===== src/videoPixelPkg.sv =====
//------------------------------
// video pixel pipeline shared definitions
// display sizes, pixel layouts, csr map
//------------------------------
`default_nettype none

package videoPixelPkg;

	//------------------------------
	// display geometry
	//------------------------------
	localparam int hActive = 16;
	localparam int vActive = 8;
	localparam int hWidth = 4;
	localparam int vWidth = 3;

	// sprite placement, rows fixed, column moves
	localparam int squareSize = 4;
	localparam int squareTop = 2;

	// fade level range 0..fadeMax
	localparam int levelWidth = 5;
	localparam logic [levelWidth-1:0] fadeMax = 5'd16;

	// output buffer entries
	localparam int fifoDepth = 16;

	//------------------------------
	// apb register map
	//------------------------------
	localparam logic [7:0] ctrlAddr = 8'h00;
	localparam logic [7:0] sceneColorAddr = 8'h04;
	localparam logic [7:0] frameTimingAddr = 8'h08;
	localparam logic [7:0] squareColorAddr = 8'h0C;
	localparam logic [7:0] bgColorAddr = 8'h10;
	localparam logic [7:0] statusAddr = 8'h14;

	// argb4444 colour
	typedef struct packed {
		logic [3:0] alpha;
		logic [3:0] red;
		logic [3:0] green;
		logic [3:0] blue;
	} argbT;

	// csr keeps raw, datapath reads channels
	typedef union packed {
		argbT argb;
		logic [15:0] raw;
	} pixelU;

	typedef struct packed {
		logic [hWidth-1:0] hpos;
		logic [vWidth-1:0] vpos;
		logic firstPixel;
	} drawPosT;

	// register contents toward the datapath
	typedef struct packed {
		pixelU sceneColor;
		pixelU squareColor;
		pixelU bgColor;
		logic [6:0] frameTiming;
		logic fadeAddEn;
		logic fadeSubEn;
		logic fadeRst;
	} csrCfgT;

	// display side word, alpha already removed
	typedef struct packed {
		logic sof;
		logic [11:0] rgb;
	} fifoWordT;

endpackage

`default_nettype wire


===== src/sceneFade.sv =====
//------------------------------
// scene change fade
// steps level per frame, blends toward scene colour
//------------------------------
`timescale 1ns/1ps
`default_nettype none

module sceneFade (
	input logic iCLK,
	input logic iRST,
	input logic cke,
	input videoPixelPkg::pixelU pixelIn,
	input logic sofIn,
	input logic validIn,
	input videoPixelPkg::csrCfgT cfg,
	output logic [videoPixelPkg::levelWidth-1:0] level,
	output videoPixelPkg::fifoWordT out,
	output logic outValid
);

	logic [6:0] frameCnt;
	logic [6:0] frameCntNext;
	logic [6:0] timing;
	logic frameAccept;
	logic stepDue;
	logic [videoPixelPkg::levelWidth-1:0] levelNext;
	logic [videoPixelPkg::levelWidth-1:0] levelUse;

	// (p * (max - lv) + s * lv) >> 4
	function automatic logic [3:0] blendCh(
		input logic [3:0] p,
		input logic [3:0] s,
		input logic [videoPixelPkg::levelWidth-1:0] lv
	);
		logic [videoPixelPkg::levelWidth-1:0] inv;
		logic [8:0] acc;
		inv = videoPixelPkg::fadeMax - lv;
		acc = {5'd0, p} * {4'd0, inv} + {5'd0, s} * {4'd0, lv};
		return acc[7:4];
	endfunction

	//------------------------------
	// frame pacing
	//------------------------------
	// zero timing behaves as every frame
	assign timing = (cfg.frameTiming == 7'd0) ? 7'd1 : cfg.frameTiming;
	assign frameAccept = cke & validIn & sofIn;
	assign frameCntNext = frameCnt + 1'b1;
	// >= so a lowered timing does not stall the count
	assign stepDue = (frameCntNext >= timing);

	always_comb
	begin
		levelNext = level;
		if (stepDue)
		begin
			// fade in wins over fade out
			if (cfg.fadeAddEn && (level < videoPixelPkg::fadeMax))
				levelNext = level + 1'b1;
			else if (cfg.fadeSubEn && (level != '0))
				levelNext = level - 1'b1;
		end
	end

	// new level already covers the sof pixel
	assign levelUse = (validIn && sofIn) ? levelNext : level;

	always_ff @(posedge iCLK)
	begin
		if (iRST || cfg.fadeRst)
		begin
			level <= '0;
			frameCnt <= '0;
		end
		else if (frameAccept)
		begin
			frameCnt <= stepDue ? 7'd0 : frameCntNext;
			level <= levelNext;
		end
	end

	//------------------------------
	// blend stage
	//------------------------------
	always_ff @(posedge iCLK)
	begin
		if (iRST)
			outValid <= 1'b0;
		else if (cke)
			outValid <= validIn;
	end

	// alpha dropped here
	always_ff @(posedge iCLK)
	begin
		if (cke)
		begin
			out.sof <= sofIn;
			out.rgb <= {blendCh(pixelIn.argb.red, cfg.sceneColor.argb.red, levelUse),
				blendCh(pixelIn.argb.green, cfg.sceneColor.argb.green, levelUse),
				blendCh(pixelIn.argb.blue, cfg.sceneColor.argb.blue, levelUse)};
		end
	end

endmodule

`default_nettype wire


===== config.mk =====
export PLATFORM = sky130hd
export DESIGN_NAME = sceneFade
export DESIGN_NICKNAME = d
export VERILOG_FILES = /design/src/videoPixelPkg.sv /design/src/sceneFade.sv
export SDC_FILE = /design/constraint.sdc
export NUM_CORES = 1
export LEC_CHECK = 0
export ABC_AREA = 1
export BUFFER_PORTS_ARGS = -buffer_cell sky130_fd_sc_hd__buf_2
export CAP_MARGIN = 25
export CORE_MARGIN = 3
export CORE_UTILIZATION = 40
export DETAILED_ROUTE_END_ITERATION = 8
export GPL_ROUTABILITY_DRIVEN = 0
export MAX_ROUTING_LAYER = met4
export PLACE_DENSITY = 0.61
export REMOVE_ABC_BUFFERS = 1
export SYNTH_ARGS = -nofsm -noshare
export SYNTH_HDL_FRONTEND = slang
export SYNTH_SLANG_ARGS = --single-unit
export TNS_END_PERCENT = 30

===== constraint.sdc =====
create_clock -name iCLK -period 6.4 [get_ports iCLK]
set_input_delay 0.64 -clock iCLK [delete_from_list [all_inputs] [get_ports iCLK]]
set_output_delay 0.64 -clock iCLK [all_outputs]
set_load 0.02 [all_outputs]

Yosys cells after proc, flatten, opt, wreduce, memory -nomap -nowiden

Cells that the tools add are included.

Register bits: 26
Bits in latches: 0
RAM bits: 0
Bits in read-only memories: 0
Bits of input ports: 79
Output and inout port bits: 19
Word-level logic and storage cells: 34
Memories kept: 0

Add/sub/neg operators: 7
Multiply operators: 6
Divide/modulo/power cells: 0
$lt $le $gt $ge: 2
Eq/ne operators: 0
Shift operators: 0
Mux-type cells: 6
Bitwise logic cells: 2
Reduce and logical (&&, ||, !) cells: 6

Operators with widths:

| cell                                              | count |
|---|---|
| multiplier 4 x 5 -> 8 bit                         | 6 |
| adder 8 bit                                       | 3 |
| two-way mux 5 bit                                 | 4 |
| two-way mux 7 bit                                 | 2 |
| adder 7 x 1 -> 7 bit, second input constant       | 1 |
| >= comparator 7 bit                               | 1 |
| zero test 7 bit                                   | 1 |
| adder 5 x 1 -> 5 bit, second input constant       | 1 |
| less-than comparator 5 bit, second input constant | 1 |
| nonzero test 5 bit                                | 1 |
| subtractor 5 x 1 -> 5 bit, second input constant  | 1 |
| subtractor 5 bit, first input constant            | 1 |
| logical AND 1 bit                                 | 3 |
| bitwise AND 1 bit                                 | 2 |
| logical OR 1 bit                                  | 1 |

Logic depth before layout (Yosys ltp)

Gate-level depths: netlist (run 1).

Depth after elaboration: 9
Mapped depth: 45
Mapped depth without buffers: 44

Least setup slack after synthesis (run 1)

Ideal clock, no wire load.

Path kind: input port to flip-flop
Start: input port cfg[9] in the netlist's numbering
End: register out[7] in the netlist's numbering, data pin
Setup time: 0.252 ns
Arrival time: 5.842 ns
Data required time: 6.148 ns
Path slack: 0.306 ns
Cell stages on the path: 34
Path buffers: 2
Cell sequence: nor4_1 -> a31o_2 -> ha_1 -> inv_1 -> nand2_1 -> nand2_1 -> nand2_1 -> nand2_1 -> nand2_4 -> nand2_4 -> xor2_2 -> nand2_2 -> nand2_4 -> buf_2 -> ha_1 -> inv_1 -> nor2_4 -> inv_1 -> nand2_1 -> buf_2 -> nor2_1 -> fa_1 -> fa_1 -> fa_1 -> inv_1 -> fa_1 -> inv_1 -> ha_1 -> nand2_1 -> a21oi_1 -> a211oi_1 -> nand2_1 -> nand3_1 -> nand2_1

Cells in the longest elaborated chain, start to end: 8
Elaborated cells between the ends (all ways): 9
Those cells by class: 2 x add/sub; 2 x mul; 1 x order compare; 3 x mux; 1 x reduce/logical

Ends and longest elaborated chain:

| what                      | RTL line        | RTL |
|---|---|---|
| from (decl)               | sceneFade.sv:15 | `input videoPixelPkg::csrCfgT cfg,` |
| zero test 7 bit           | sceneFade.sv:46 | `assign timing = (cfg.frameTiming == 7'd0) ? 7'd1 : cfg.frameTiming;` |
| two-way mux 7 bit *       | sceneFade.sv:46 |  |
| >= comparator 7 bit *     | sceneFade.sv:50 | `assign stepDue = (frameCntNext >= timing);` |
| two-way mux 5 bit *       | sceneFade.sv:55 | `if (stepDue)` |
| two-way mux 5 bit *       | sceneFade.sv:66 | `assign levelUse = (validIn && sofIn) ? levelNext : level;` |
| subtractor 5 bit          | sceneFade.sv:37 | `inv = videoPixelPkg::fadeMax - lv;` |
| multiplier 4 x 5 -> 8 bit | sceneFade.sv:38 | `acc = {5'd0, p} * {4'd0, inv} + {5'd0, s} * {4'd0, lv};` |
| adder 8 bit *             | sceneFade.sv:38 |  |
| to (decl)                 | sceneFade.sv:17 | `output videoPixelPkg::fifoWordT out,` |

Every way passes the cells marked *; elsewhere a longest branch is shown, timed or not.
A chain may end at the register's enable or synchronous reset.

Worst setup path in the final report (run 1)

Start: register frameCnt[0]
End: register out[11] in the netlist's numbering, data pin

Cells in the longest elaborated chain, start to end: 7
Elaborated cells between the ends (all ways): 8
Those cells by class: 3 x add/sub; 2 x mul; 1 x order compare; 2 x mux

Ends and longest elaborated chain:

| what                      | RTL line        | RTL |
|---|---|---|
| from (decl)               | sceneFade.sv:21 | `logic [6:0] frameCnt;` |
| from (signal assigned)    | sceneFade.sv:77 | `frameCnt <= stepDue ? 7'd0 : frameCntNext;` |
| adder 7 x 1 -> 7 bit *    | sceneFade.sv:48 | `assign frameCntNext = frameCnt + 1'b1;` |
| >= comparator 7 bit *     | sceneFade.sv:50 |  |
| two-way mux 5 bit *       | sceneFade.sv:55 |  |
| two-way mux 5 bit *       | sceneFade.sv:66 |  |
| subtractor 5 bit          | sceneFade.sv:37 |  |
| multiplier 4 x 5 -> 8 bit | sceneFade.sv:38 |  |
| adder 8 bit *             | sceneFade.sv:38 |  |

Marked as above.

==> flow_summary.toml, run 1 <==
[finish]
layout-drive-gt1-share_pct = 19.7
num-fill-cells = 1235
syn2layout_area_growth_pct = 15.1
fin_cells = 916
regArea_um2 = 656
final_area_um2 = 5870
multiInputGateArea_um2 = 3800
num_antenna_cells = 0
nets = 947

[logic_synthesis]
synth_cell_type_count = 40
async_flop_share_pct = 0
netlist.area_leader.share_pct = 24.7
synth_area_leaders = "fa_1 25%, ha_1 14%, inv_1 13%"
synth_common_cells = "170 x inv_1, 141 x nand2_1, 68 x nor2_1, 63 x fa_1, 56 x ha_1"
ys_seq_area_share_pct = 12.8
synth_area_um2 = 5100
yosysWarnings = 0
synth_cells = 675
synthFlopType = "edfxtp_1"
syn_area_per_cell_um2 = 7.56
yosysMostFrequentCell = "inv_1"
ys_seq_elements = 26
synth-edff-count = 13
yosys.area.top_type = "fa_1"

[route]
drtPass1Iterations = 5
ant_nets = 0
drt-initial-drc-count = 152
post-route-drc-count = 0
num_vias = 4271
vias_per_cell = 4.66
wl_um = 11500
detail_route.wl_per_cell_um = 12.6

[place]
dp_hpwl_um = 9820
dp_cells = 905
post-place-ws_ps = 76.2
placed_area_um2 = 5650
numPortBuffers = 57

[critical_path]
startpoint_type = "flip-flop"
cp.required_ps = 6440
critPathMaxStageDelay_ps = 550
cp_max_fo = 5
cp_top_family = "adder cells"
crit_path_frequent_cell = "nand2_1"
end_kind = "flip-flop"
path_buf_inv = 7
cp_data_arrival_time_ps = 6010
slowest_stage = "fa_1"
crit_type = "flip-flop to flip-flop"

[timing]
fin_crit_sh_pct = 93.2
tightest_slew_ps = 522
min_period_ps = 5970
max_freq_mhz = 168
maxSlewViolCount = 0
hold-worst-slack_ps = 467
timing.final.ws_setup_ps = 432
clock-skew-final_ps = 10.2
relSlewSlack_pct = 64.8
final-setup-viol-count = 0
hold_viol_final = 0

[die]
fp-row-count = 40
die_h_um = 119
die_width_um = 119
dieArea_um2 = 14100
start_util_pct = 41.6
core_area_um2 = 12300
ios = 98

[global_routing]
antenna_found_initial = 0
grt_max_degree = 16
grt_pass1_vias = 4221
grt_use_total_pct = 17.3
grt_remaining_overflow = 0
grt_pass1_wl_um = 19600

[clock_network]
clock_path_buffers = 2
htreeDepth = 1
cts_tree = "done"
clkTransAtPathRegs_ps = 80
clkLatencyLatePin_ps = 270
hold_buffers = 0
cts.sinks = 26
cts_buffers = 3
clockRootBuffer = "clkbuf_16"

[power_and_ir_drop]
p_leak_nw = 3.24
power_w = 0.00129
vdd_drop_max_mv = 0.172
powerDensity_nw_per_um2 = 219

[outcome]
status = "finished, final reports clean"

[job]
max-cap-violations = 0

[min_path]
min_path_type = "flip-flop to flip-flop"
where the power goes:
part | switching (W) | leakage (nW) | internal (W)
registers | 0.0000104 | 0.235 | 0.000240
clock network | 0.0000680 | 0.0493 | 0.000109
logic | 0.000508 | 2.96 | 0.000350
worst reg2reg max path: cells and delay by family (launching register included):
family,cells,cell delay (ps)
xor+xnor,1,180
flops,1,370
simple gates,15,1210
compound gates,5,520
buf+inv,7,400
fa+ha+maj,8,3060
cells in the final DEF, fill, tap and decap left out, types with 3 or more instances in the layout:
cell type,count
inv_1,167
nand2_1,139
nor2_1,67
fa_1,63
buf_2,57
ha_1,53
nand3_1,22
a21oi_1,18
xor2_1,16
buf_4,15
nor2_2,13
edfxtp_1,13
nand2_2,12
dfxtp_1,11
inv_2,9
nand3_2,9
nand2_4,8
nand4_1,5
nor4_1,4
xnor2_1,4
nand3b_1,4
o21ai_0,4
clkbuf_16,4
o21ai_2,3
o211ai_1,3
sequential cells by signal, summed over array words and instances (netlist names):
register and cells:
out 13, outValid 1, level 5, frameCnt 7
area by class of cell:
type | count | share of cell area (%)
inverters | 178 | 11.5
well taps | 168 | 3.58
flip-flops and latches | 26 | 11.2
multi-input cells | 466 | 64.8
repair buffers | 74 | 7.31
clock buffers | 4 | 1.70
through the flow:
stage / TNS (ps) / utilization [%]
detailed placement: 0 / 46.1
global placement: 0 / 46.1
finish: 0 / 47.9
CTS: 0 / 46.9
global route: -23.6 / 47.9
floorplan: 0 / -
final timing paths:
path,from,to,slack [ps],cells past startpoint
setup / recovery,frameCnt[0],out[11],430,36
hold / removal,outValid,outValid,470,2
setup reg to reg,frameCnt[0],out[11],430,36
hold reg to reg,outValid,outValid,470,2
metal layers:
layer | GRT usage (%) | wire [um] | vias to the layer above | share of wire, %
met3 | 2.61 | 507 | 14 | 4.4
met5 | - | 0 | - | 0
met1 | 21.6 | 5030 | 2015 | 44
met2 | 30.1 | 5800 | 79 | 50
li1 | - | - | 2163 | -
met4 | 3.11 | 176 | 0 | 1.5
repair_timing:
action / in CTS / in global routing
setup endpoints to repair: 0 / 10
resized for setup: 0 / 18
endpoints found under the hold margin: 0 / 0
setup buffers: 0 / 7
cells by family after synthesis:
family	count (synthesis)	synth area share, %
flip-flops	26	12.8
AO/OA/AOI/OAI	35	4.12
AND/OR/NAND/NOR	289	26.4
XOR/XNOR	23	4.46
buffers and inverters	183	13.8
adder cells (fa/ha/maj)	119	38.5
(Power assumes the default switching activity.)
==> inputs of run 2 (changes only) <==
Settings changed: PLACE_DENSITY 0.61 to 0.59.
Clock period 6.4 ns to 6.7 ns, I/O delays scaled along.
==> run 2 against run 1 <==
  * Count of clock-buffer cells in the layout stayed put
  * First-iteration DRC count is 64% higher
  * Core utilization shrank 1.2 points
  * Critical endpoint is now out[3]
  * Combinational power down 10%
  * Routed wire length grew 0.48%
  * Clock skew down 2.0 ps
  * Highest routed layer unchanged
  * Register-to-register slack gained 90 ps
  * Critical path type unchanged
==> flow_summary.toml, run 2 (synthesized netlist as in run 1, its figures left out) <==
[outcome]
status = "finished, final reports clean"

[critical_path]
critPathMaxStageDelay_ps = 550
path_buf_inv = 10
startpoint_type = "flip-flop"
crit_path_frequent_cell = "inv_1"
cp_data_arrival_time_ps = 6220
crit_type = "flip-flop to flip-flop"
cp_top_family = "adder cells"
slowest_stage = "fa_1"
cp_max_fo = 8
cp.required_ps = 6740
end_kind = "flip-flop"

[die]
fp-row-count = 40
ios = 98
die_h_um = 119
start_util_pct = 41.6
dieArea_um2 = 14100
core_area_um2 = 12300
die_width_um = 119

[clock_network]
cts.sinks = 26
cts_tree = "done"
hold_buffers = 0
clkTransAtPathRegs_ps = 80
cts_buffers = 3
clock_path_buffers = 2
htreeDepth = 1
clockRootBuffer = "clkbuf_16"
clkLatencyLatePin_ps = 270

[power_and_ir_drop]
powerDensity_nw_per_um2 = 206
pwr-share-seq_pct = 20.1
comb_power_share_pct = 65.5
sw_frac_of_total_pct = 46.3
clkPwrFrac_pct = 14.4
netSwitchingPower_w = 0.000546
vdd_drop_max_mv = 0.0841
p_int_w = 0.000632
p_leak_nw = 3.19

[finish]
syn2layout_area_growth_pct = 12.3
final_common_cell = "inv_1"
num_antenna_cells = 0
layout-drive-gt1-share_pct = 17.1
reg_top3 = "out: 13 flops, frameCnt: 7 flops, level: 5 flops"
final_area_um2 = 5730
largest_register = "out"
final_util_pct = 46.7
num-fill-cells = 1252
mostFrequentLayoutCells = "170 x inv_1, 141 x nand2_1, 68 x nor2_1"
nets = 937
largest_reg_flops = 13

[global_routing]
antenna_found_initial = 0
grt_use_total_pct = 17.6
grt_pass1_vias = 4310
grt_max_degree = 16
grt_pass1_wl_um = 19900
grt_remaining_overflow = 0

[place]
numPortBuffers = 57
placed_area_um2 = 5610
dp_hpwl_um = 9970

[timing]
maxSlewViolCount = 0
final-setup-viol-count = 0
max_freq_mhz = 162
tightest_slew_ps = 502
fin_crit_sh_pct = 92.3
fin_setup_tns_ps = 0
min_period_ps = 6180
rsz0062_at_grt = "false"
relSlewSlack_pct = 66.2
clock-skew-final_ps = 8.18
hold_viol_final = 0

[route]
num_vias = 4205
vias_per_cell = 4.64
post-route-drc-count = 0
detail_route.wl_per_cell_um = 12.8
drt-initial-drc-count = 249
ant_nets = 0
wl_um = 11600
drtPass1Iterations = 5

[min_path]
min_path_type = "flip-flop to flip-flop"

[job]
max-cap-violations = 0
run 2: cell types whose count changed in the layout (fill, tap and decap cells not counted), moves of 2 or more:
cell     before  now
buf_4        15    6
ha_1         53   56
ha_4          2    0
inv_1       167  170
inv_2         9    6
nand2_1     139  141
run 2: cell type report:
type,instances,area [um2],share of cell area [%]
Multi-Input combinational cell,466,3750,65.5
Sequential cell,26,652,11.4
Tap cell,168,210,3.67
Inverter,178,671,11.7
Clock buffer,4,100,1.75
Timing Repair Buffer,64,342,5.96
run 2: power groups by stage:
stage	Combinational, W	Sequential (W)	Clock, W
after global placement	0.000758	0.000241	0
final	0.000771	0.000237	0.000169
after floorplan	0.000535	0.000294	0
after global routing	0.000897	0.000241	0.000177
after CTS	0.000783	0.000238	0.000176
after detailed placement	0.000775	0.000242	0
run 2: final timing paths:
kind | from | endpoint | slack [ps] | cells past startpoint
setup / recovery | frameCnt[0] | out[3] | 520 | 36
hold / removal | outValid | outValid | 470 | 2
hold reg to reg | outValid | outValid | 470 | 2
setup reg to reg | frameCnt[0] | out[3] | 520 | 36
run 2: metal layers:
layer  wire length (um)  GRT usage, %  up-vias
met2               5900          31.0       73
met3                356          1.42        8
li1                   -             -     2139
met5                  0             -        -
met1               5190          22.3     1985
met4                131          3.48        0
run 2: repair_timing:
item	4_1_cts	5_1_grt
resized for setup	0	3
buffers inserted	0	1
setup endpoints to repair	0	3
run 2: worst min-delay path, cell delays in order, from the launching register on:
cell and delay, ps:
dfxtp_1 320, nand2_1 60, a21oi_1 50
run 2: stage by stage:
step | std cells | hold WS [ps] | worst slack (ps) | total power (W)
after global placement | 901 | 443 | 369 | 0.00100
after floorplan | 670 | 463 | 634 | 0.000829
after CTS | 905 | 476 | 325 | 0.00120
after global routing | 906 | 497 | 2.44 | 0.00132
after detailed placement | 901 | 463 | 255 | 0.00102
final | 906 | 472 | 518 | 0.00118
==> inputs of run 3 (changes only) <==
--- a/config.mk
+++ b/config.mk
@@ -15,3 +15,3 @@
 export MAX_ROUTING_LAYER = met4
-export PLACE_DENSITY = 0.59
+export PLACE_DENSITY = 0.57
 export REMOVE_ABC_BUFFERS = 1
==> constraint.sdc (replaced) <==
create_clock -name iCLK -period 6.7 [get_ports iCLK]
set_input_delay 0 -clock iCLK [delete_from_list [all_inputs] [get_ports iCLK]]
set_output_delay 0 -clock iCLK [all_outputs]
set_load 0.02 [all_outputs]
==> run 3 against run 2 <==
  * Count of clock-buffer cells in the layout unchanged
  * Sequential share of layout area about the same
  * Combinational power increased by 2%
  * Clock skew up 0.89 ps
  * Critical path depth unchanged
  * Clock power shrank 8%
  * Worst setup slack got worse by 1.8 ps
  * Register-to-register slack hardly changed
  * Routed wire length up 2.5%
  * Cell count grew 0.22%
  * Die area unchanged
  * Critical path type unchanged
==> flow_summary.toml, run 3 (synthesized netlist as in run 1, its figures left out) <==
[outcome]
status = "finished, final reports clean"

[route]
drtPass1Iterations = 4
wl_met1_um = 5410
drt-initial-drc-count = 183
post-route-drc-count = 0
ant_nets = 0
num_vias = 4272
vias_per_cell = 4.70
routed.top_layer = "met4"
dr_wl_met3_um = 480
dr_wl_met2_um = 5810
wl_um = 11900
detail_route.wl_per_cell_um = 13.1

[finish]
reg_top3 = "out: 13 flops, frameCnt: 7 flops, level: 5 flops"
mostFrequentLayoutCells = "170 x inv_1, 141 x nand2_1, 68 x nor2_1"
syn2layout_area_growth_pct = 12.6
fin_cells = 908
final_common_cell = "inv_1"
nets = 939
num_antenna_cells = 0
largest_register = "out"
largest_reg_flops = 13
layout-drive-gt1-share_pct = 17.0

[place]
numPortBuffers = 57
dp_cells = 901
dp_hpwl_um = 10000

[timing]
tightest_slew_ps = 462
clock-skew-final_ps = 9.07
hold_viol_final = 0
fin_crit_sh_pct = 92.3
maxSlewViolCount = 0
min_period_ps = 6180
rsz0062_at_grt = "false"
relSlewSlack_pct = 68.9
max_freq_mhz = 162
final-setup-viol-count = 0
fin_setup_tns_ps = 0

[critical_path]
end_kind = "flip-flop"
cp_top_family = "adder cells"
cp_max_fo = 8
path_buf_inv = 10
critPathMaxStageDelay_ps = 550
startpoint_type = "flip-flop"
crit_type = "flip-flop to flip-flop"
slowest_stage = "fa_1"
crit_path_frequent_cell = "inv_1"
cp_data_arrival_time_ps = 6210
cp.required_ps = 6730

[global_routing]
grt_remaining_overflow = 0
grt_use_total_pct = 18.5
antenna_found_initial = 0
grt_pass1_vias = 4416
grt_max_degree = 16
grt_pass1_wl_um = 20900

[die]
start_util_pct = 41.6
die_width_um = 119
dieArea_um2 = 14100
die_h_um = 119
core_area_um2 = 12300
ios = 98
fp-row-count = 40

[clock_network]
cts_buffers = 3
cts_tree = "done"
htreeDepth = 1
clkTransAtPathRegs_ps = 80
clkLatencyLatePin_ps = 280
cts.sinks = 26
clock_path_buffers = 2
clockRootBuffer = "clkbuf_16"

[power_and_ir_drop]
powerDensity_nw_per_um2 = 206
power_w = 0.00118
vdd_drop_max_mv = 0.166
p_leak_nw = 3.20

[job]
max-cap-violations = 0

[min_path]
min_path_type = "primary input to flip-flop"
## run 3: changes by cell type in the layout (fill, tap and decap cells not counted), sizes merged
| cell | delta |
|---|---|
| dlygate4sd3 | +3 |
| buf | -1 |
## run 3: path summary, 6_finish.rpt
check,start,end,slack [ps],cells after the start
max,frameCnt[0],out[3],520,36
min,cfg[0],level[3],90,4
max reg2reg,frameCnt[0],out[3],520,36
min reg2reg,frameCnt[1],frameCnt[1],500,2
## run 3: repair_timing
item	CTS	global route
setup buffers	0	0
setup endpoints to repair	0	5
resized for setup	0	5
endpoints found under the hold margin	2	0
hold buffers	3	0
## run 3: worst reg2reg max path, delay by kind of cell, from the launching register on
family                     cells  cell delay, ps
and+or+nand+nor               11             990
AOI/OAI and AO/OA              6             690
xor gates and xnor gates       1             180
buffers and inverters         10             660
DFF                            1             370
adders and majority gates      8            3060
## run 3: final cells by class
| type | instances | area (um2) |
|---|---|---|
| Clock buffer | 4 | 88.8 |
| Fill cell | 1284 | 6520 |
| Inverter | 178 | 671 |
| Multi-Input combinational cell | 466 | 3760 |
| Sequential cell | 26 | 652 |
| Tap cell | 168 | 210 |
| Timing Repair Buffer | 66 | 368 |
## run 3: report_power, final
group | total [W] | switching, W | internal, W | leakage [nW]
Sequential | 0.000241 | 0.0000111 | 0.000230 | 0.234
Combinational | 0.000784 | 0.000482 | 0.000302 | 2.92
Clock | 0.000156 | 0.0000643 | 0.0000919 | 0.0442
Total | 0.00118 | 0.000558 | 0.000623 | 3.20
## run 3: per-layer routing
metal | up-vias | GRT usage, %
met5 | - | -
met4 | 0 | 3.26
met3 | 12 | 2.37
met1 | 2033 | 24.1
li1 | 2147 | -
met2 | 80 | 31.3
## run 3: per-stage QoR
step	hold slack, ps	area [um2]	utilization (%)	setup slack [ps]
after CTS	88.5	5730	46.7	335
final	87.9	5750	46.9	516
after global placement	176	5610	45.7	434
after floorplan	69.1	5070	-	695
after global routing	116	5750	46.9	4.60
after detailed placement	181	5610	45.7	366
