**config.mk**
```make
export PLATFORM = sky130hd
export DESIGN_NAME = pixelFifo
export DESIGN_NICKNAME = d
export VERILOG_FILES = /design/src/videoPixelPkg.sv /design/src/pixelFifo.sv
export SDC_FILE = /design/constraint.sdc
export NUM_CORES = 1
export LEC_CHECK = 0
export BUFFER_PORTS_ARGS = -buffer_cell sky130_fd_sc_hd__buf_2
export CORE_MARGIN = 2
export CORE_UTILIZATION = 51
export CTS_CLUSTER_SIZE = 12
export DETAILED_ROUTE_END_ITERATION = 12
export PLACE_DENSITY = 0.78
export SKIP_LAST_GASP = 1
export SYNTH_ARGS = -nofsm -noshare
export SYNTH_HDL_FRONTEND = slang
export SYNTH_SLANG_ARGS = --single-unit
export TNS_END_PERCENT = 10
```
**constraint.sdc**
```tcl
create_clock -name iCLK -period 5.1 [get_ports iCLK]
set_clock_uncertainty 0.2 [all_clocks]
set_input_delay 0.765 -clock iCLK [delete_from_list [all_inputs] [get_ports iCLK]]
set_output_delay 0.765 -clock iCLK [all_outputs]
set_load 0.01 [all_outputs]
```
**src/videoPixelPkg.sv**
```systemverilog
//------------------------------
// video pixel pipeline shared definitions
// display sizes, pixel layouts, csr map
//------------------------------
`default_nettype none

package videoPixelPkg;

	//------------------------------
	// display geometry
	//------------------------------
	localparam int hActive = 16;
	localparam int vActive = 8;
	localparam int hWidth = 4;
	localparam int vWidth = 3;

	// sprite placement, rows fixed, column moves
	localparam int squareSize = 4;
	localparam int squareTop = 2;

	// fade level range 0..fadeMax
	localparam int levelWidth = 5;
	localparam logic [levelWidth-1:0] fadeMax = 5'd16;

	// output buffer entries
	localparam int fifoDepth = 16;

	//------------------------------
	// apb register map
	//------------------------------
	localparam logic [7:0] ctrlAddr = 8'h00;
	localparam logic [7:0] sceneColorAddr = 8'h04;
	localparam logic [7:0] frameTimingAddr = 8'h08;
	localparam logic [7:0] squareColorAddr = 8'h0C;
	localparam logic [7:0] bgColorAddr = 8'h10;
	localparam logic [7:0] statusAddr = 8'h14;

	// argb4444 colour
	typedef struct packed {
		logic [3:0] alpha;
		logic [3:0] red;
		logic [3:0] green;
		logic [3:0] blue;
	} argbT;

	// csr keeps raw, datapath reads channels
	typedef union packed {
		argbT argb;
		logic [15:0] raw;
	} pixelU;

	typedef struct packed {
		logic [hWidth-1:0] hpos;
		logic [vWidth-1:0] vpos;
		logic firstPixel;
	} drawPosT;

	// register contents toward the datapath
	typedef struct packed {
		pixelU sceneColor;
		pixelU squareColor;
		pixelU bgColor;
		logic [6:0] frameTiming;
		logic fadeAddEn;
		logic fadeSubEn;
		logic fadeRst;
	} csrCfgT;

	// display side word, alpha already removed
	typedef struct packed {
		logic sof;
		logic [11:0] rgb;
	} fifoWordT;

endpackage

`default_nettype wire

```
**src/pixelFifo.sv**
```systemverilog
//------------------------------
// output pixel fifo
// circular buffer, almost full for back-pressure
//------------------------------
`timescale 1ns/1ps
`default_nettype none

module pixelFifo (
	input logic iCLK,
	input logic iRST,
	input videoPixelPkg::fifoWordT wd,
	input logic we,
	output logic almostFull,
	input logic re,
	output videoPixelPkg::fifoWordT rd,
	output logic rvd,
	output logic emp
);

	videoPixelPkg::fifoWordT mem [videoPixelPkg::fifoDepth];
	logic [$clog2(videoPixelPkg::fifoDepth)-1:0] wp;
	logic [$clog2(videoPixelPkg::fifoDepth)-1:0] rp;
	logic [$clog2(videoPixelPkg::fifoDepth):0] count;
	logic full;
	logic doWrite;
	logic doRead;

	assign full = (int'(count) == videoPixelPkg::fifoDepth);
	assign emp = (count == '0);
	// leaves room for the two stages still in flight
	assign almostFull = (int'(count) >= videoPixelPkg::fifoDepth - 3);

	// requests on empty or full are dropped
	assign doWrite = we & ~full;
	assign doRead = re & ~emp;

	//------------------------------
	// pointers and occupancy
	//------------------------------
	always_ff @(posedge iCLK)
	begin
		if (iRST)
		begin
			wp <= '0;
			rp <= '0;
			count <= '0;
			rvd <= 1'b0;
		end
		else
		begin
			if (doWrite)
				wp <= wp + 1'b1;
			if (doRead)
				rp <= rp + 1'b1;
			// both at once leaves count alone
			if (doWrite && !doRead)
				count <= count + 1'b1;
			else if (doRead && !doWrite)
				count <= count - 1'b1;
			rvd <= doRead;
		end
	end

	// storage and registered read port
	always_ff @(posedge iCLK)
	begin
		if (doWrite)
			mem[wp] <= wd;
		if (doRead)
			rd <= mem[rp];
	end

endmodule

`default_nettype wire

```
Word-level counts from Yosys, hierarchy flattened
Memories as Yosys holds them, arrays and structs flattened. A register that Yosys moved wholly into a read port is not among the register bits.
Index checks and enable logic that the tools add are counted.
- add/subtract/negate cells: 4
- order comparisons: 1
- eq/ne operators: 1
- muxes and demuxes: 4
- bitwise logic cells: 4
- reduce and logical (&&, ||, !) cells: 6
- operators by type and width (kind ; number):
    two-way mux 5 bit ; 2
    adder 4 x 1 -> 4 bit (second input constant) ; 2
    adder 5 x 1 -> 5 bit (second input constant) ; 1
    == test 5 bit (second input constant) ; 1
    >= comparator 5 x 4 -> 1 bit (second input constant) ; 1
    logical NOT 5 bit ; 1
    subtractor 5 x 1 -> 5 bit (second input constant) ; 1
    AND 1 bit ; 2
    logical AND 1 bit ; 2
    logical NOT 1 bit ; 2
    two-way mux 1 bit ; 2
    NOT 1 bit ; 2
    nonzero test 2 bit ; 1
- register bits after elaboration: 14
- bits in writable memories: 208
- bits of input ports: 17
- output and inout port bits: 16
- logic and storage cells: 25
- memories kept: 1
- memory list (memory ; words ; width ; read ports ; clocked after Yosys merged registers in ; write ports ; line ; RTL):
    mem ; 16 ; 13 ; 1 ; 1 ; 1 ; pixelFifo.sv:20 ; videoPixelPkg::fifoWordT mem [videoPixelPkg::fifoDepth];

Logic depth before layout (Yosys ltp)
Gate-level depths: netlist (run 1).
- word-level depth: 7
- depth in mapped cells: 11
- depth with buffers taken out: 9

Worst setup path before layout (run 1)
Ideal clock, no wire load.
- kind: register to register
- from: register count[0] (netlist name)
- to: register count[4] (netlist name)
- library setup time: 121 ps
- arrival: 2642 ps
- required time: 4779 ps
- slack: 2137 ps
- stages on the path, launching flop included: 12
- buffers on the path: 2
- clock period less this slack: 2963 ps
- cells stage by stage: dfxtp_1 -> or4_1 -> buf_2 -> o21a_1 -> buf_6 -> ha_1 -> inv_1 -> ha_1 -> a21oi_1 -> a211oi_1 -> a31oi_1 -> mux2_2
- longest elaborated chain between the ends: 6
- elaborated cells between the ends (all ways): 15
- those cells by class: add/sub: 2; eq/ne: 1; mux: 2; bitwise: 4; reduce/logical: 6
- ends and longest elaborated chain (what ; line ; RTL):
    start, declared ; pixelFifo.sv:23 ; logic [$clog2(videoPixelPkg::fifoDepth):0] count;
    start signal, assigned ; pixelFifo.sv:57 ; count <= count + 1'b1;
    start signal, assigned ; pixelFifo.sv:59 ; count <= count - 1'b1;
    == test 5 bit * ; pixelFifo.sv:28 ; assign full = (int'(count) == videoPixelPkg::fifoDepth);
    NOT 1 bit * ; pixelFifo.sv:34 ; assign doWrite = we & ~full;
    AND 1 bit * ; pixelFifo.sv:34 ;
    net doWrite ; pixelFifo.sv:25 ; logic doWrite;
    logical NOT 1 bit ; pixelFifo.sv:58 ; else if (doRead && !doWrite)
    logical AND 1 bit ; pixelFifo.sv:58 ;
    nonzero test 2 bit (no line) ; - ;
Mark *: on every way through the listed nets, which the timed path passes. The rest lies on a longest branch. The select of a mux whose other input is x is not followed.
A chain may end at the register's enable or synchronous reset.

Worst setup path in the final report (run 1)
- from: register count[0] (netlist name)
- to: register count[3] (netlist name)
- longest elaborated chain between the ends: 6
- elaborated cells between the ends (all ways): 15
- those cells by class: add/sub: 2; eq/ne: 1; mux: 2; bitwise: 4; reduce/logical: 6
- ends and longest elaborated chain (what):
    parallel branches: the longest is 6 deep, another holds subtractor 5 x 1 -> 5 bit
Several ways; the timed one is not identified. The select of a mux whose other input is x is not followed.

==> results of run 1 <==
power by group:
group | total, mW | leakage (nW) | internal, mW | switching [mW]
Combinational | 0.905 | 0.908 | 0.481 | 0.424
Sequential | 2.45 | 2.12 | 2.27 | 0.179
Clock | 1.56 | 0.338 | 0.922 | 0.642
sequential cells by signal, indices dropped and copies added (netlist names):
name	flops
rd	13
wp	4
rvd	1
rp	4
mem	208
count	5
metrics by stage:
| step | total power, mW | utilization [%] | setup WS [ns] |
|---|---|---|---|
| floorplan | 3.12 | - | 2.14 |
| global placement | 3.36 | 55.1 | 1.99 |
| detailed placement | 3.40 | 55.1 | 1.90 |
| CTS | 4.97 | 59.2 | 1.86 |
| global route | 5.12 | 59.2 | 1.65 |
| finish | 4.92 | 59.2 | 1.78 |
worst max-delay path, delay by kind of cell (launching register included):
kind,cells,cell delay [ns]
AO/OA/AOI/OAI,3,0.75
AND/OR/NAND/NOR,3,1.27
adder cells (fa/ha/maj),2,0.51
flip-flops,1,0.36
buffers and inverters,1,0.16
routing by layer:
metal	part of all wire [%]	GRT usage (%)	vias to the layer above
li1	-	-	1909
met1	41	26.9	2297
met2	50	32.1	206
met3	6.8	2.93	43
met4	2.5	5.10	0
met5	0	0	-
logic make-up after synthesis:
logic type      after synthesis  share of synthesized area (%)
simple gates                 66                           3.17
fa+ha+maj                    10                           1.47
buf+inv                      28                           1.34
xor+xnor                      8                          0.775
compound gates               39                           3.30
mux                          56                           13.4
flops                       235                           76.5
placed cells by master (no fill, tap or decap), types with 5 or more instances in the layout:
cell type and n:
nor2_1 31, buf_2 32, edfxtp_1 221, nand2_1 19
a22oi_1 26, inv_1 5, dfxtp_1 12, buf_4 18
clkbuf_16 25, clkbuf_1 10, ha_1 9, xor2_1 6
mux4_2 52
path summary, 6_finish.rpt:
kind | from | endpoint | slack, ns
max | count[0]$_SDFFE_PP0P_ | count[3]$_SDFFE_PP0P_ | 1.78
min | wp[1]$_SDFFE_PP0P_ | wp[1]$_SDFFE_PP0P_ | 0.37
max reg2reg | count[0]$_SDFFE_PP0P_ | count[3]$_SDFFE_PP0P_ | 1.78
min reg2reg | wp[1]$_SDFFE_PP0P_ | wp[1]$_SDFFE_PP0P_ | 0.37
layout make-up:
type	instances	area (um^2)	area share [%]
Clock inverter	2	12.5	0.122
Tap cell	225	282	2.75
Multi-Input combinational cell	179	2020	19.7
Clock buffer	37	691	6.74
Sequential cell	235	6920	67.6
Inverter	5	18.8	0.183
Timing Repair Buffer	50	295	2.88
==> run_results.csv, run 1 <==
group,metric,value,unit
timing,worstMarginPinSlew,1.19,ns
worst_setup_path,start_kind,"flip-flop",
routing,initialDrtViolationCount,403,
power_and_ir_drop,p_leak,3.36,nW
timing,drv_slew,0,
timing,fin_crit_sh,65.0,%
synthesis,synthTopCellsByCount,"edfxtp_1, mux4_2, nor2_1",
synthesis,netlist.area_leader.share,73.4,%
placed_design,dp_hpwl,10.7,mm
finish,final_net_count,522,
clock_tree,clk_pin_slew,0.05,ns
global_routing,antenna_found_initial,0,
finish,design_area,10200,um^2
synthesis,syn_nets,469,
worst_setup_path,max_stage_delay,0.71,ns
timing,setup_viol,0,
timing,tns,0,ns
worst_setup_path,crit_slowest_cell,"or4_1",
die,die_h,137,um
routing,drc_errors,0,
clock_tree,htreeDepth,1,
clock_tree,cts_made_buffers,24,
die,rows,48,
die,core,17300,um^2
synthesis,yosysMostFrequentCell,"edfxtp_1",
placed_design,port_buffers,32,
synthesis,synth_top_cell_by_area,"edfxtp_1",
routing,drt_first_pass_iters,7,
placed_design,gp_congestion,0.797,
routing,wl,17.4,mm
clock_tree,cts.sinks,235,
finish,drive_gt1_share,27.6,%
clock_tree,clockBufferDepth,3,
clock_tree,cts_resized,0,
worst_setup_path,cp.arrival,3.55,ns
global_routing,grt_pass1_wl,26.4,mm
synthesis,synthesis.area,9040,um^2
timing,rsz0062_at_grt,"false",
finish,stdcell_count,733,
finish,area_delta_synth_final,13.3,%
clock_tree,clk_latency,0.50,ns
worst_setup_path,cp.required,5.34,ns
worst_setup_path,reg2reg_depth,9,
global_routing,grt_max_degree,43,
timing,timing.final.hold_violations,0,
global_routing,grt_pass1_vias,4500,
die,io_pins,33,
power_and_ir_drop,power_density,480,nW/um^2
worst_setup_path,path_common_cell,"ha_1",
timing,min_period,3.32,ns
synthesis,async_flop_share,0,%
die,die_w,137,um
global_routing,grt_overflow,0,
synthesis,synth_edf_count,221,
worst_setup_path,path_class,"flip-flop to flip-flop",
synthesis,synth.top_cells.by_area,"edfxtp_1, mux4_2, dfxtp_1",
placed_design,place_inst,694,
timing,max_clock_freq,0.302,GHz
synthesis,synth_cell_types,35,
clock_tree,root_buffer,"clkbuf_16",
placed_design,placed_cell_area,9540,um^2
worst_hold_path,min_path_type,"flip-flop to flip-flop",
synthesis,yosysWarnings,0,
clock_tree,tritoncts,"yes",
die,initial_core_util,52.2,%
worst_hold_path,hold_depth,2,
synthesis,ys_seq_area_share,76.5,%
finish,n_antenna_cell,0,
routing,ant_nets,0,
timing,whs,0.371,ns
outcome,outcome,"completed",
power_and_ir_drop,vdd_ir_drop_max,0.322,mV
flow_run,maxCapViolCount,0,
worst_setup_path,cp-end-kind,"flip-flop",
routing,num_vias,4455,
routing,vias_per_cell,6.08,
worst_setup_path,cp_max_fo,7,
synthesis,synth.avg_cell_area,20.4,um^2
clock_tree,post-cts-setup-buffers,0,
timing,maxSlewHeadroom,20.5,%
global_routing,track_usage,19.2,%
routing,routedWlPerCell,23.7,um
worst_setup_path,crit_chain,"or4_1, o21a_1, ha_1, inv_1, ha_1, a21o_1, a21oi_1, nor4bb_1, or3_1",
finish,fillCellCount,1230,
synthesis,ys_ff_latch,235,
synthesis,synthFlopType,"edfxtp_1",
synthesis,syn_inst,442,
clock_tree,postCtsHoldBufs,0,
die,dieArea,18800,um^2
(Power assumes the default switching activity.)
==> inputs of run 2 (changes only) <==
Settings changed: ABC_AREA set to 1, PLACE_DENSITY 0.78 to 0.8.
Clock period 5.1 ns to 2.8 ns, I/O delays scaled along.
==> run_results.csv, run 2 <==
group,metric,value,unit
synthesis,syn_nets,1015,
synthesis,synth_top_cell_by_area,"edfxtp_1",
synthesis,synthFlopType,"edfxtp_1",
worst_setup_path,startpoint,"count[0]$_SDFFE_PP0P_",
clock_tree,clk_pin_slew,0.06,ns
synthesis,synth_edf_count,221,
routing,highest_layer,"met4",
worst_setup_path,reg2reg_from,"count[0]$_SDFFE_PP0P_",
placed_design,dp_hpwl,13.3,mm
die,initial_core_util,52.1,%
die,die_h,145,um
routing,wl_met2,11.1,mm
timing,tns,0,ns
synthesis,yosysWarnings,0,
worst_setup_path,cp.arrival,2.76,ns
worst_setup_path,path_class,"flip-flop to flip-flop",
clock_tree,cts.sinks,235,
finish,layout.cells.most_common,"nand2_1",
finish,fillCellCount,1567,
synthesis,ys_ff_latch,235,
routing,wl,22.8,mm
routing,drc_errors,0,
die,io_pins,33,
synthesis,syn_inst,988,
routing,wl_met3,1.96,mm
clock_tree,clockBufferDepth,3,
die,rows,51,
worst_hold_path,min_to,"mem[5][12]$_DFFE_PP_",
power_and_ir_drop,power_density,811,nW/um^2
clock_tree,post-cts-setup-buffers,0,
worst_hold_path,min_path_type,"input pin to flip-flop",
power_and_ir_drop,p_leak,4.92,nW
die,die_w,145,um
finish,multi_input_area,2350,um^2
global_routing,grt_pass1_wl,35.4,mm
placed_design,pre_cts_ws,0.198,ns
finish,final_net_count,1066,
global_routing,grt_overflow,0,
timing,fin_crit_sh,90.9,%
synthesis,netlist.area_leader.share,65.2,%
clock_tree,clk_latency,0.53,ns
worst_setup_path,start_kind,"flip-flop",
worst_hold_path,min_from,"wd[12]",
finish,area_delta_synth_final,12.0,%
synthesis,synth.top_cells.by_area,"edfxtp_1, nand2_1, nand3_1",
synthesis,yosysMostFrequentCell,"nand2_1",
clock_tree,root_buffer,"clkbuf_16",
routing,drt_first_pass_iters,7,
timing,postLayoutSetupSlackWorst,0.256,ns
finish,finish.utilization,58.4,%
finish,top_register,"mem",
timing,rsz0062_at_grt,"false",
timing,maxSlewHeadroom,53.0,%
global_routing,track_usage,21.6,%
global_routing,grt_pass1_vias,6694,
worst_setup_path,cp_max_fo,7,
finish,largest_reg_flops,208,
routing,ant_nets,0,
finish,largest_registers,"mem x208, rd x13, count x5",
placed_design,port_buffers,32,
timing,timing.final.hold_violations,0,
clock_tree,cts_made_buffers,24,
worst_setup_path,cp-end-kind,"flip-flop",
finish,mostFrequentLayoutCells,"nand2_1, edfxtp_1, inv_1, nand3_1, nor2_1",
synthesis,ys_seq_area_share,67.9,%
synthesis,synthTopCellsByCount,"nand2_1, edfxtp_1, inv_1",
routing,vias_per_cell,5.22,
clock_tree,tritoncts,"yes",
placed_design,place_inst,1275,
timing,setup_viol,0,
placed_design,gp_congestion,0.819,
power_and_ir_drop,vdd_ir_drop_max,0.517,mV
routing,m1WireLength,9.12,mm
worst_setup_path,reg2reg_depth,12,
synthesis,synthesis.area,10200,um^2
finish,stdcell_count,1321,
global_routing,grt_max_degree,56,
worst_setup_path,cp.required,3.02,ns
timing,whs,0.0662,ns
timing,drv_slew,0,
flow_run,maxCapViolCount,0,
routing,initialDrtViolationCount,803,
routing,routedWlPerCell,17.2,um
routing,num_vias,6896,
synthesis,synth.avg_cell_area,10.3,um^2
clock_tree,htreeDepth,1,
worst_setup_path,ff2ff_setup_slack,0.26,ns
synthesis,synth_cell_types,21,
finish,drive_gt1_share,9.19,%
timing,worstMarginPinSlew,0.705,ns
worst_hold_path,hold_depth,1,
timing,min_period,2.54,ns
global_routing,antenna_found_initial,1,
die,core,19500,um^2
die,dieArea,21100,um^2
worst_setup_path,r2r_end,"count[3]$_SDFFE_PP0P_",
finish,regArea,6920,um^2
timing,max_clock_freq,0.393,GHz
synthesis,async_flop_share,0,%
outcome,outcome,"completed",
## run 2: layout make-up
class	count	area share (%)
flip-flops and latches	235	60.7
multi-input cells	534	20.7
inverters	177	5.85
clock buffers	36	5.66
repair buffers	67	3.88
well taps	265	2.91
clock inverters	6	0.318
diodes	1	0.0219
## run 2: worst max-delay path: stages (launching register included)
cell and delay, ns:
dfxtp_1 0.36, nor2_2 0.18, nand3_1 0.13, nand2_1 0.13, inv_1 0.12, ha_1 0.23, inv_1 0.17, ha_1 0.30
or2_2 0.32, nand3_1 0.08, nand2_1 0.04, o21ai_0 0.13, inv_1 0.05
## run 2: kinds of logic after synthesis
group / after synthesis / synth area share (%)
compound gates: 16 / 0.811
xor+xnor: 4 / 0.344
fa+ha+maj: 10 / 1.30
buf+inv: 219 / 8.96
flops: 235 / 67.9
simple gates: 504 / 20.6
## run 2: where the power goes
| group | internal [mW] | switching (mW) |
|---|---|---|
| clock | 1.59 | 1.23 |
| combinational | 0.687 | 1.51 |
| sequential | 4.12 | 0.112 |
| total | 6.40 | 2.85 |
## run 2: worst max-delay path by stage
stage,end
2_1_floorplan,count[3]$_SDFFE_PP0P_
3_3_place_gp,count[3]$_SDFFE_PP0P_
3_5_place_dp,count[3]$_SDFFE_PP0P_
4_1_cts,count[3]$_SDFFE_PP0P_
5_1_grt,count[3]$_SDFFE_PP0P_
6_report,count[3]$_SDFFE_PP0P_
## run 2: routing by layer
metal | track usage [%] | vias up
li1 | - | 3283
met1 | 28.5 | 3251
met2 | 36.0 | 316
met3 | 3.49 | 46
met4 | 8.58 | 0
met5 | 0 | -
## run 2: metrics by stage
stage                     instance area, um^2  total power, mW
after detailed placement                10700             6.46
after floorplan                         10200             5.83
after CTS                               11400             9.25
final                                   11400             9.24
after global routing                    11400             9.70
after global placement                  10700             6.39
## run 2: what timing repair did
action	in CTS	in global routing
setup endpoints to repair	0	2
hold endpoints to repair	3	0
resized for setup	0	1
hold buffers	3	0
==> inputs of run 3 (changes only) <==
Settings changed: CORE_ASPECT_RATIO set to 0.9, CORE_UTILIZATION 51 to 50, PLACE_DENSITY 0.8 to 0.79, SLEW_MARGIN set to 40.
==> run_results.csv, run 3 (synthesis gave the netlist of run 2 again) <==
group,metric,value,unit
worst_setup_path,start_kind,"flip-flop",
power_and_ir_drop,power_density,813,nW/um^2
finish,top_register,"mem",
die,core,20000,um^2
routing,vias_per_cell,5.35,
die,rows,49,
flow_run,maxCapViolCount,0,
global_routing,track_usage,21.7,%
routing,initialDrtViolationCount,804,
global_routing,grt_max_degree,82,
timing,rsz0062_at_grt,"false",
power_and_ir_drop,clkPwrFrac,30.5,%
clock_tree,clk_pin_slew,0.06,ns
worst_hold_path,min_path_type,"input pin to flip-flop",
worst_setup_path,cp.arrival,2.70,ns
placed_design,placed_cell_area,10700,um^2
clock_tree,clockBufferDepth,3,
placed_design,port_buffers,32,
worst_setup_path,path_class,"flip-flop to flip-flop",
power_and_ir_drop,switching_share,30.8,%
routing,drc_errors,0,
global_routing,grt_pass1_wl,35.7,mm
routing,wl,23.0,mm
finish,layout.cells.most_common,"nand2_1",
power_and_ir_drop,comb_power_share,23.5,%
clock_tree,post-cts-setup-buffers,0,
die,initial_core_util,50.9,%
power_and_ir_drop,vdd_ir_drop_max,0.546,mV
worst_setup_path,cp-end-kind,"flip-flop",
timing,whs,0.0276,ns
timing,max_clock_freq,0.401,GHz
finish,drive_gt1_share,9.16,%
timing,setup_viol,0,
finish,final_net_count,1062,
clock_tree,tritoncts,"yes",
die,die_w,154,um
power_and_ir_drop,p_leak,4.91,nW
placed_design,dp_hpwl,13.1,mm
clock_tree,root_buffer,"clkbuf_16",
outcome,outcome,"completed",
die,dieArea,21500,um^2
clock_tree,cts.sinks,235,
timing,fin_crit_sh,89.2,%
timing,min_period,2.50,ns
finish,n_antenna_cell,0,
finish,design_area,11400,um^2
worst_setup_path,cp.required,3.01,ns
finish,finish.utilization,56.9,%
timing,timing.final.hold_violations,0,
global_routing,grt_pass1_vias,6770,
finish,area_delta_synth_final,11.7,%
global_routing,antenna_found_initial,0,
timing,worstMarginPinSlew,0.786,ns
clock_tree,clk_latency,0.51,ns
finish,largest_reg_flops,208,
routing,drt_first_pass_iters,5,
timing,drv_slew,0,
die,die_h,139,um
finish,mostFrequentLayoutCells,"nand2_1, edfxtp_1, inv_1, nand3_1, nor2_1",
routing,routedWlPerCell,17.6,um
clock_tree,htreeDepth,1,
routing,num_vias,6971,
die,io_pins,33,
finish,largest_registers,"mem x208, rd x13, count x5",
timing,tns,0,ns
worst_setup_path,cp_max_fo,7,
power_and_ir_drop,power.internal,6.39,mW
global_routing,grt_overflow,0,
clock_tree,cts_made_buffers,24,
timing,maxSlewHeadroom,47.5,%
placed_design,gp_congestion,0.813,
power_and_ir_drop,pwr-share-seq,46.0,%
power_and_ir_drop,power_switching,2.85,mW
power_and_ir_drop,total_power,9.24,mW
routing,ant_nets,0,
==> run 3: cell types whose count changed in the layout (fill, tap and decap cells not counted) <==
cell	delta
buf_12	+2
buf_4	-5
clkbuf_1	-4
clkinv_2	+1
diode_2	-1
dlygate4sd3_1	-1
inv_1	-1
inv_2	+1
==> run 3: area by class of cell <==
type	instances	area (um^2)
tap	255	319
multi-input combinational	534	2350
clock buffer	32	631
sequential	235	6920
clock inverter	7	41.3
fill	1600	8620
inverter	177	667
timing repair buffer	63	435
==> run 3: timing repair <==
item                                    4_1_cts  5_1_grt
resized for setup                             0        2
hold endpoints to repair                      4        0
hold buffers                                  2        0
endpoints found under the setup margin        0        2
==> run 3: worst paths after layout <==
| kind | slack (ns) | startpoint | cells past startpoint | end |
|---|---|---|---|---|
| min | 0.03 | re | 3 | rp[2]$_SDFFE_PP0P_ |
| max | 0.30 | count[0]$_SDFFE_PP0P_ | 12 | count[3]$_SDFFE_PP0P_ |
| min reg2reg | 0.35 | wp[2]$_SDFFE_PP0P_ | 2 | wp[2]$_SDFFE_PP0P_ |
| max reg2reg | 0.30 | count[0]$_SDFFE_PP0P_ | 12 | count[3]$_SDFFE_PP0P_ |
==> run 3: worst max-delay path: stages, from the launching register on <==
cell	delay (ns)
dfxtp_1	0.36
nor2_2	0.17
nand3_1	0.13
nand2_1	0.13
inv_1	0.12
ha_1	0.25
inv_2	0.11
ha_1	0.27
or2_2	0.32
nand3_1	0.08
nand2_1	0.04
o21ai_0	0.14
inv_1	0.05
==> run 3: through the flow <==
stage	worst slack, ns	std cells
6_report	0.304	1303
5_1_grt	0.0413	1303
4_1_cts	0.162	1303
3_5_place_dp	0.204	1262
3_3_place_gp	0.287	1262
2_1_floorplan	0.459	988
==> run 3: metal layers <==
layer | routed length (um) | global-route usage (%) | vias up
li1 | - | - | 3278
met1 | 9260 | 29.1 | 3312
met2 | 11100 | 36.2 | 323
met3 | 1910 | 3.61 | 58
met4 | 677 | 7.85 | 0
met5 | 0 | 0 | -
==> run 3: power groups by stage <==
| stage | clock (mW) | sequential, mW | combinational (mW) |
|---|---|---|---|
| 6_report | 2.82 | 4.25 | 2.18 |
| 3_5_place_dp | 0 | 4.32 | 2.15 |
| 5_1_grt | 3.00 | 4.27 | 2.44 |
| 2_1_floorplan | 0 | 4.31 | 1.52 |
| 3_3_place_gp | 0 | 4.31 | 2.07 |
| 4_1_cts | 2.84 | 4.25 | 2.16 |
